**config.mk**
```make
export PLATFORM = sky130hd
export DESIGN_NAME = min_select
export DESIGN_NICKNAME = d
export VERILOG_FILES = /design/src/design/me_pkg.sv /design/src/design/min_select.sv
export VERILOG_INCLUDE_DIRS = /design/src /design/src/design
export SDC_FILE = /design/constraint.sdc
export NUM_CORES = 1
export LEC_CHECK = 0
export BUFFER_PORTS_ARGS = -buffer_cell sky130_fd_sc_hd__buf_2
export CAP_MARGIN = 20
export CORE_MARGIN = 4
export CORE_UTILIZATION = 40
export CTS_CLUSTER_DIAMETER = 40
export DETAILED_ROUTE_END_ITERATION = 10
export PLACE_DENSITY = 0.73
export REMOVE_ABC_BUFFERS = 1
export SLEW_MARGIN = 10
export SYNTH_ARGS = -nofsm -noshare
export SYNTH_HDL_FRONTEND = slang
export SYNTH_SLANG_ARGS = --single-unit
export TNS_END_PERCENT = 30
```
**constraint.sdc**
```tcl
create_clock -name clk -period 2.1 [get_ports clk]
set_input_delay 0.105 -clock clk [delete_from_list [all_inputs] [get_ports clk]]
set_output_delay 0.105 -clock clk [all_outputs]
set_load 0.05 [all_outputs]
```
**src/design/me_config.svh**
```systemverilog
`ifndef ME_CONFIG_SVH
`define ME_CONFIG_SVH

// ~~~~~~~~~~~~~~~~~~~~~~~~~~~~~~~~~~~~~~~~
// line buffer geometry
// ~~~~~~~~~~~~~~~~~~~~~~~~~~~~~~~~~~~~~~~~
`define ME_LINE_WORDS    23 // words per line, also bank depth.
`define ME_BANKS         4  // rotating banks.
`define ME_PIX_PER_WORD  8  // pixels in one 64-bit word.

// ~~~~~~~~~~~~~~~~~~~~~~~~~~~~~~~~~~~~~~~~
// search geometry
// ~~~~~~~~~~~~~~~~~~~~~~~~~~~~~~~~~~~~~~~~
`define ME_STRIP_PIX     23 // pixels in a reference strip.
`define ME_BLOCK_COLS    8  // columns per result.
`define ME_OFFSETS       16 // strip pixels minus column height plus one.
`define ME_SAD_W         14 // holds 8x8x255.

`endif

```
**src/design/me_pkg.sv**
```systemverilog
`include "me_config.svh"

package me_pkg;

    // ~~~~~~~~~~~~~~~~~~~~~~~~~~~~~~~~~~~~~~~~
    // pixel data
    // ~~~~~~~~~~~~~~~~~~~~~~~~~~~~~~~~~~~~~~~~
    typedef logic [7:0] pixel_t; // unsigned luma.

    // element 0 sits in the top byte of the word
    typedef union packed {
        logic [`ME_PIX_PER_WORD*8-1:0] word;
        pixel_t [0:`ME_PIX_PER_WORD-1] pix;
    } ref_word_u;

    typedef struct packed {
        pixel_t [0:`ME_STRIP_PIX-1] pix; // pixel 0 is the top.
        logic                       valid;
    } ref_strip_t;

    // ~~~~~~~~~~~~~~~~~~~~~~~~~~~~~~~~~~~~~~~~
    // results
    // ~~~~~~~~~~~~~~~~~~~~~~~~~~~~~~~~~~~~~~~~
    typedef struct packed {
        logic [`ME_OFFSETS-1:0][`ME_SAD_W-1:0] sad; // indexed by offset.
        logic                                  valid;
    } sad_vec_t;

    typedef struct packed {
        logic [$clog2(`ME_OFFSETS)-1:0] offset;
        logic [`ME_SAD_W-1:0]           sad;
    } best_match_t;

endpackage

```
**src/design/min_select.sv**
```systemverilog
`include "me_config.svh"

module min_select
    import me_pkg::*;
(
    input  logic        clk,
    input  logic        rst,
    input  sad_vec_t    sads,
    output best_match_t best,
    output logic        best_valid
);

    localparam int OFF_W  = $clog2(`ME_OFFSETS);
    localparam int LEVELS = $clog2(`ME_OFFSETS);

    best_match_t node [`ME_OFFSETS];
    best_match_t winner;

    // ~~~~~~~~~~~~~~~~~~~~~~~~~~~~~~~~~~~~~~~~
    // comparison tree
    // ~~~~~~~~~~~~~~~~~~~~~~~~~~~~~~~~~~~~~~~~
    // each pair keeps its lower half unless the upper half is strictly
    // smaller, so ties resolve to the lowest offset.
    always_comb begin
        int step;
        for (int k = 0; k < `ME_OFFSETS; k++) begin
            node[k].offset = OFF_W'(k);
            node[k].sad    = sads.sad[k];
        end
        for (int lvl = 0; lvl < LEVELS; lvl++) begin
            step = 1 << lvl;
            for (int j = 0; j < `ME_OFFSETS; j += 2 << lvl) begin
                if (node[j + step].sad < node[j].sad) begin
                    node[j] = node[j + step];
                end
            end
        end
        winner = node[0];
    end

    // ~~~~~~~~~~~~~~~~~~~~~~~~~~~~~~~~~~~~~~~~
    // result register
    // ~~~~~~~~~~~~~~~~~~~~~~~~~~~~~~~~~~~~~~~~
    always_ff @(posedge clk or posedge rst) begin
        if (rst) begin
            best       <= '0;
            best_valid <= 1'b0;
        end else begin
            best_valid <= sads.valid; // one edge after the vector.
            if (sads.valid) begin
                best <= winner; // held until the next group.
            end
        end
    end

endmodule

```
# --- Yosys cells after proc, flatten, opt, wreduce, memory -nomap -nowiden ---
# Cells that the tools add are included.
totals:
  ff_bits: 19
  input_bits: 227
  output_inout_bits: 19
  wordCells: 33
classes:
  order_cmp: 15
  n_mux: 15
op_table:
  columns: ["op", "n"]
  rows:
  - ["$lt A14 B14 Y1", 15]
  - ["$mux W18", 7]
  - ["$mux W15", 8]

# --- Longest topological paths before layout ---
# Gate-level depths: netlist (run 1).
logic_depth:
  word_depth: 8
  ltp_mapped: 47
  mapped_depth_nobuf: 43

# --- Worst setup path after synthesis (run 1) ---
# No wires, ideal clock.
synth_timing:
  path_kind: "input to register"
  start: "input port sads[32] (netlist bit)"
  end: "register best[2] (netlist bit)"
  setup_time_ns: 0.087
  t_arrival_ns: 8.584
  t_required_ns: 2.013
  path_slack_ns: -6.571
  stages: 43
  n_path_buf: 5
  path_cell_list: "inv_1 -> ha_1 -> a211o_1 -> a21oi_1 -> o21ai_1 -> a21oi_4 -> clkbuf_1 -> buf_1 -> a21oi_1 -> inv_1 -> ha_1 -> a21o_1 -> a221o_1 -> a21oi_1 -> inv_1 -> or2_2 -> o21ai_1 -> mux2_2 -> [7 not listed] -> a2111o_1 -> o21ai_1 -> clkbuf_1 -> nor2_1 -> a21oi_1 -> ha_1 -> nor2b_1 -> o21ai_0 -> nand2b_1 -> a21oi_1 -> nor2b_1 -> o21ai_0 -> nand2b_1 -> a221oi_1 -> and2_1 -> clkbuf_1 -> nand2_1 -> o221ai_2"
synth_between:
  elab_chain_cells: 8
synth_rtl:
  columns: ["element", "line", "rtl"]
  rows:
  - ["start: declaration", "min_select.sv:8", "input sad_vec_t sads,"]
  - ["$lt A14 B14 Y1", "min_select.sv:33", "if (node[j + step].sad < node[j].sad) begin"]
  - ["$mux W15 (*)", "min_select.sv:33", null]
  - ["$lt A14 B14 Y1", "min_select.sv:33", null]
  - ["$mux W18 (*)", "min_select.sv:33", null]
  - ["$lt A14 B14 Y1", "min_select.sv:33", null]
  - ["$mux W18 (*)", "min_select.sv:33", null]
  - ["$lt A14 B14 Y1", "min_select.sv:33", null]
  - ["$mux W18 (*)", "min_select.sv:33", null]
  - ["end signal: assignment", "min_select.sv:51", "best <= winner;"]
  - ["end: declaration", "min_select.sv:9", "output best_match_t best,"]
# Mark *: on every way between the ends. The rest lies on a longest branch, timed or not.
# A chain may end at the register's enable or synchronous reset.

# --- Final worst setup path (run 1) ---
layout_timing:
  start: "input port sads[12] (netlist bit)"
  end: "register best[14] (netlist bit)"
# The elaborated chain is that of the path after synthesis.

==> flow_metrics.tcl, run 1 <==
set metrics [dict create \
    netlist.top_cell.by_area "sky130_fd_sc_hd__ha_1" \
    cts_root_buf "sky130_fd_sc_hd__clkbuf_16" \
    netlist_instances 1104 \
    cp.required_ns 2.28 \
    yosysWarnings 0 \
    use_met2 0.5161 \
    area_of_the_core_sq_mm 0.01965 \
    worst-endpoint-arrival_ns 7.92 \
    fmaxAchievable_mhz 129.4 \
    globalRouteMet3Util 0.03642 \
    report.final.hold_viol_count 0 \
    globalRoute.busiestLayer "met2" \
    synthArstFlopShare 1.000 \
    syn2layout_area_growth_pct 77.15 \
    dieArea_sq_mm 0.02254 \
    rsz0062_at_grt "true" \
    grt_remaining_overflow 0 \
    total_leakage_power_nw 7.607 \
    first_iter_violations 955 \
    top_flip_flop_cell_by_instance_count_after_synthesis "sky130_fd_sc_hd__dfrtp_1" \
    route.antenna.remaining_nets 0 \
    avgViaCountPerCell 5.739 \
    num_rows 51 \
    layout_min_cycle_time_ns 7.731 \
    io_pins 246 \
    worst-path-max-fanout 8 \
    diodes_inserted 0 \
    slew_headroom 0.4971 \
    tritoncts "done" \
    finalCritPeriodShare 3.681 \
    outcome "finished, violations left" \
    gp_congestion 0.9430 \
    synth_enable_flop_cells 0 \
    nets 2182 \
    synth.cell_area_sq_mm 0.008082 \
    clock_path_buffers 2 \
    hpwl_um 24870 \
    postSynthRegisterBits 19 \
    hold_class "in2reg" \
    synthTopCellsByCount "sky130_fd_sc_hd__ha_1, sky130_fd_sc_hd__inv_1, sky130_fd_sc_hd__a21oi_1" \
    worst_path_largest_cell_delay_ns 0.47 \
    portBuffers 245 \
    grt.total_usage 0.2833 \
    max_clock_skew_ns 0 \
    tritoncts_num_sinks 19 \
    initial_utilization 0.4112 \
    cpMaxStageDelayCell "sky130_fd_sc_hd__mux2i_1" \
    finalWorstSetupSlack_ns -5.631 \
    max_cap_violations 0 \
    post_synth_main_area_contributors "sky130_fd_sc_hd__ha_1, sky130_fd_sc_hd__a21oi_1, sky130_fd_sc_hd__mux2i_1, sky130_fd_sc_hd__inv_1, sky130_fd_sc_hd__dfrtp_1" \
    drt_pre_antenna_iters 6 \
    synthMostInstantiatedCell "sky130_fd_sc_hd__ha_1" \
    antenna_found_initial 0 \
    yosysSeqAreaShare 0.05883 \
    total_cts_buffers 3 \
    yosys.cell_types.count 75 \
    use_met1 0.3271 \
    total_drc_errors_in_the_routed_layout 0 \
    first_global_vias 11516 \
    clock_tree.htree_level_count 1 \
    detail_route.wirelength_um 37280 \
    clkLatencyLatePin_ns 0.25 \
    fin_worst_hold_slack_ns 0.1661 \
    post_route_cells_drive_above_1_share 0.5241 \
    synth_top_area_frac 0.2895 \
    failed_checks "setup timing" \
    die_width_um 150.1 \
    crit_path_end_kind "register" \
    global_route_wire_length_before_repair_um 53170 \
    critical_path_class "in2reg" \
    power_per_cell_area_mw_per_mm2 992.1 \
    dpl.cell_count 1959 \
    tightest_slew_ns 0.7334 \
    worstSetupStartpointType "input pin" \
    avgSynthCellArea_sq_um 7.320 \
    drt-wirelength-per-cell_um 18.35 \
    clkSlewWorstSetupHoldPaths_ns 0.05 \
    number_of_failing_setup_endpoints_in_the_final_timing_report 18 \
    fin_cells 2032 \
    grt_start_max_net_pins 26 \
    maxSlewViolCount 0 \
    die_h_um 150.1 \
    fill_cells 1295 \
    vias 11661 \
    max-vdd-ir-drop_mv 0.7623 \
]
worst paths after layout:
check / cells after the start / slack (ns) / end / start
worst max-delay path: 39 / -5.63 / best[14] / sads[12]
worst min-delay path: 1 / 0.17 / best_valid / sads[0]
worst max register to register: 2 / 1.21 / best[14] / best[14]
worst min register to register: 2 / 0.50 / best[2] / best[2]
max in group asynchronous: 3 / 1.11 / best[14] / rst
min in group asynchronous: 3 / 0.52 / best[8] / rst
through the flow:
stage               power [mW]  area [sq um]  worst slack, ns  utilization  setup TNS [ns]
floorplan                6.122          7963           -6.552            -         -114.42
global placement         10.02         12360           -5.425       0.6290          -96.93
detailed placement       10.36         12360           -5.794       0.6290         -103.33
CTS                      12.63         13880           -4.725       0.7060          -84.64
global route             15.02         14320           -5.921       0.7284         -105.78
finish                   14.20         14320           -5.631       0.7284         -100.73
cells in the final DEF, fill, tap and decap left out, types with 41 or more instances in the layout:
cell type	count
sky130_fd_sc_hd__o21ai_0	61
sky130_fd_sc_hd__buf_2	242
sky130_fd_sc_hd__buf_4	413
sky130_fd_sc_hd__inv_1	134
sky130_fd_sc_hd__nor2_1	77
sky130_fd_sc_hd__a21oi_2	41
sky130_fd_sc_hd__a21oi_1	70
sky130_fd_sc_hd__nand2_1	93
sky130_fd_sc_hd__ha_1	150
sky130_fd_sc_hd__mux2i_1	46
logic make-up after synthesis:
logic type               synth area share
AND/OR/NAND/NOR                    0.1595
adder cells (fa/ha/maj)            0.2921
buffers and inverters             0.08345
AO/OA/AOI/OAI                      0.2906
XOR/XNOR                         0.003252
multiplexers                       0.1122
flip-flops                        0.05883
power by group:
group          switching, mW  total (mW)  leakage [nW]  internal, mW
logic                   6.87        13.1          7.34          6.26
registers              0.114       0.677         0.229         0.563
clock network          0.141       0.396        0.0409         0.255
registers in the layout, indices dropped and copies added (netlist names):
| name | cells |
|---|---|
| best | 18 |
| best_valid | 1 |
repair_timing:
item	in CTS	in global routing
gates resized for setup	204	60
setup buffers	48	17
endpoints found under the setup margin	18	18
hold buffers	1	0
cloned	3	0
hold endpoints to repair	8	0
pin swaps	78	54
final cells by class:
class / count / area (sq um) / area share
multi-input combinational: 910 / 8149 / 0.5692
timing repair buffer: 686 / 4718 / 0.3296
inverter: 148 / 561.8 / 0.03924
sequential: 19 / 475.5 / 0.03321
tap: 265 / 331.6 / 0.02316
clock buffer: 3 / 75.07 / 0.005244
clock inverter: 1 / 5.005 / 0.0003496
critical path, delay by kind of cell:
kind,cells,cell delay [ns]
compound gates,15,3.10
simple gates,12,1.95
fa+ha+maj,4,1.16
mux,2,0.84
buf+inv,6,0.75
metal layers:
metal,part of all wire,routed length [um],vias to the layer above
li1,-,-,5353
met5,0,0,-
met3,0.079,2961,235
met1,0.38,14280,5347
met2,0.47,17640,726
met4,0.064,2396,0
No activity file was read; power rests on OpenSTA's default activity.
==> run 2: changes to the inputs <==
--- a/config.mk
+++ b/config.mk
@@ -12,8 +12,10 @@
 export CORE_UTILIZATION = 40
 export CTS_CLUSTER_DIAMETER = 40
 export DETAILED_ROUTE_END_ITERATION = 10
+export MAX_ROUTING_LAYER = met4
 export PLACE_DENSITY = 0.73
 export REMOVE_ABC_BUFFERS = 1
+export SKIP_CTS_REPAIR_TIMING = 1
 export SLEW_MARGIN = 10
 export SYNTH_ARGS = -nofsm -noshare
 export SYNTH_HDL_FRONTEND = slang
==> run 2 against run 1 <==
Effect of this change: the flow finishes with violations (hold timing, setup timing); cell count decreased by 1.5%; combinational power fell by 5%; clock power about the same; via count is 4.2% lower; clock skew is the same; die area stayed put; count of clock-buffer cells in the layout is 1 higher; first-iteration DRC count decreased by 21%; global-route usage down 4.5 points; setup slack better by 0.24 ns; wire length is 5.5% lower; critical path type unchanged; largest cell class unchanged; highest routed layer unchanged.
==> flow_metrics.tcl, run 2 (synthesized netlist as in run 1, its figures left out) <==
set metrics [dict create \
    final_cell_area_sq_mm 0.01401 \
    gp_congestion 0.9922 \
    clkLatencyLatePin_ns 0.25 \
    slew_headroom 0.4650 \
    first_global_vias 9892 \
    finalCritPeriodShare 3.566 \
    max_clock_skew_ns 0 \
    finalWorstSetupSlack_ns -5.389 \
    area_of_the_core_sq_mm 0.01965 \
    total_leakage_power_nw 7.435 \
    clock_tree.htree_level_count 1 \
    io_pins 246 \
    hpwl_um 24860 \
    die_width_um 150.1 \
    first_iter_violations 753 \
    drt-wirelength-per-cell_um 17.61 \
    dpl.cell_count 1949 \
    critical_path_class "in2reg" \
    tritoncts_num_sinks 19 \
    cts_root_buf "sky130_fd_sc_hd__clkbuf_16" \
    vias 11168 \
    tritoncts "done" \
    route.antenna.remaining_nets 0 \
    max_cap_violations 0 \
    grt_remaining_overflow 0 \
    fill_cells 1380 \
    grt.total_usage 0.2386 \
    syn2layout_area_growth_pct 73.36 \
    avgViaCountPerCell 5.581 \
    dieArea_sq_mm 0.02254 \
    worst-path-max-fanout 17 \
    number_of_failing_setup_endpoints_in_the_final_timing_report 18 \
    max-vdd-ir-drop_mv 0.8904 \
    crit_path_end_kind "register" \
    worstSetupStartpoint "sads[12]" \
    layout.area.seq_sq_um 475.5 \
    failed_checks "hold timing, setup timing" \
    grt_start_max_net_pins 26 \
    report.final.hold_viol_count 10 \
    outcome "finished, violations left" \
    cpMaxStageDelayCell "sky130_fd_sc_hd__a2111o_1" \
    dpl_worst_slack_ns -5.743 \
    layout_min_cycle_time_ns 7.489 \
    cp.required_ns 2.28 \
    tightest_slew_ns 0.8025 \
    post_route_cells_drive_above_1_share 0.5159 \
    layout_top_registers "best: 18 flops, best_valid: 1 flops" \
    worst-endpoint-arrival_ns 7.67 \
    placedInstanceArea_sq_mm 0.01226 \
    die_h_um 150.1 \
    worst_path_dominant_cell_family "compound AO/OA/AOI/OAI gates" \
    crit_buf_inv 7 \
    worstSetupStartpointType "input pin" \
    power_per_cell_area_mw_per_mm2 962.9 \
    detail_route.wirelength_um 35240 \
    largest_register_ff_count 18 \
    drt_pre_antenna_iters 7 \
    worst_path_largest_cell_delay_ns 0.48 \
    num_rows 51 \
    layout.cells.most_common_list "sky130_fd_sc_hd__buf_4, sky130_fd_sc_hd__buf_2, sky130_fd_sc_hd__ha_1" \
    reg2reg_from "best[14]" \
    initial_utilization 0.4112 \
    total_cts_buffers 3 \
    maxSlewViolCount 0 \
    clock_path_buffers 2 \
    final_util 0.7128 \
    portBuffers 245 \
    most_flop_heavy_register "best" \
    clkSlewWorstSetupHoldPaths_ns 0.06 \
    nets 2150 \
    fin_cells 2001 \
    layout_commonest_cell "sky130_fd_sc_hd__buf_4" \
    fin_worst_hold_slack_ns -0.005480 \
    fmaxAchievable_mhz 133.5 \
    combined_area_of_the_multi_input_logic_cells_sq_mm 0.008127 \
    total_drc_errors_in_the_routed_layout 0 \
    rsz0062_at_grt "true" \
    hold_class "in2async" \
    antenna_found_initial 0 \
    global_route_wire_length_before_repair_um 44170 \
]
run 2: layout make-up:
| type | instances | share of cell area |
|---|---|---|
| repair buffers | 652 | 0.3167 |
| inverters | 148 | 0.03983 |
| well taps | 265 | 0.02367 |
| multi-input cells | 912 | 0.5801 |
| flip-flops and latches | 19 | 0.03394 |
| clock buffers | 4 | 0.005627 |
| diodes | 1 | 0.0001786 |
run 2: path summary, 6_finish.rpt:
check                             end  slack, ns  cells after the start
max                          best[14]      -5.39                     38
min in group clk           best_valid       0.16                      1
max reg2reg                  best[14]       1.19                      2
min reg2reg                  best[15]       0.51                      2
max in group asynchronous    best[14]       1.61                      2
min                           best[2]     -0.005                      2
run 2: stage by stage:
stage | power, mW | TNS, ns | hold slack [ns]
detailed placement | 10.26 | -102.35 | 0.2678
global placement | 9.903 | -97.34 | 0.2528
global route | 14.27 | -101.53 | 0.04244
finish | 13.49 | -95.81 | -0.005480
floorplan | 6.122 | -114.42 | 0.05613
CTS | 10.71 | -97.85 | 0.007662
run 2: power by group:
part           internal, mW  total [mW]  switching [mW]
combinational          5.90        12.4            6.51
clock                 0.258       0.399           0.140
sequential            0.563       0.680           0.117
total                  6.73        13.5            6.76
run 2: routing by layer:
| metal | wire length, um | track usage |
|---|---|---|
| met5 | 0 | - |
| met2 | 16930 | 0.4170 |
| met4 | 1929 | 0.04712 |
| met1 | 13990 | 0.3042 |
| met3 | 2395 | 0.01866 |
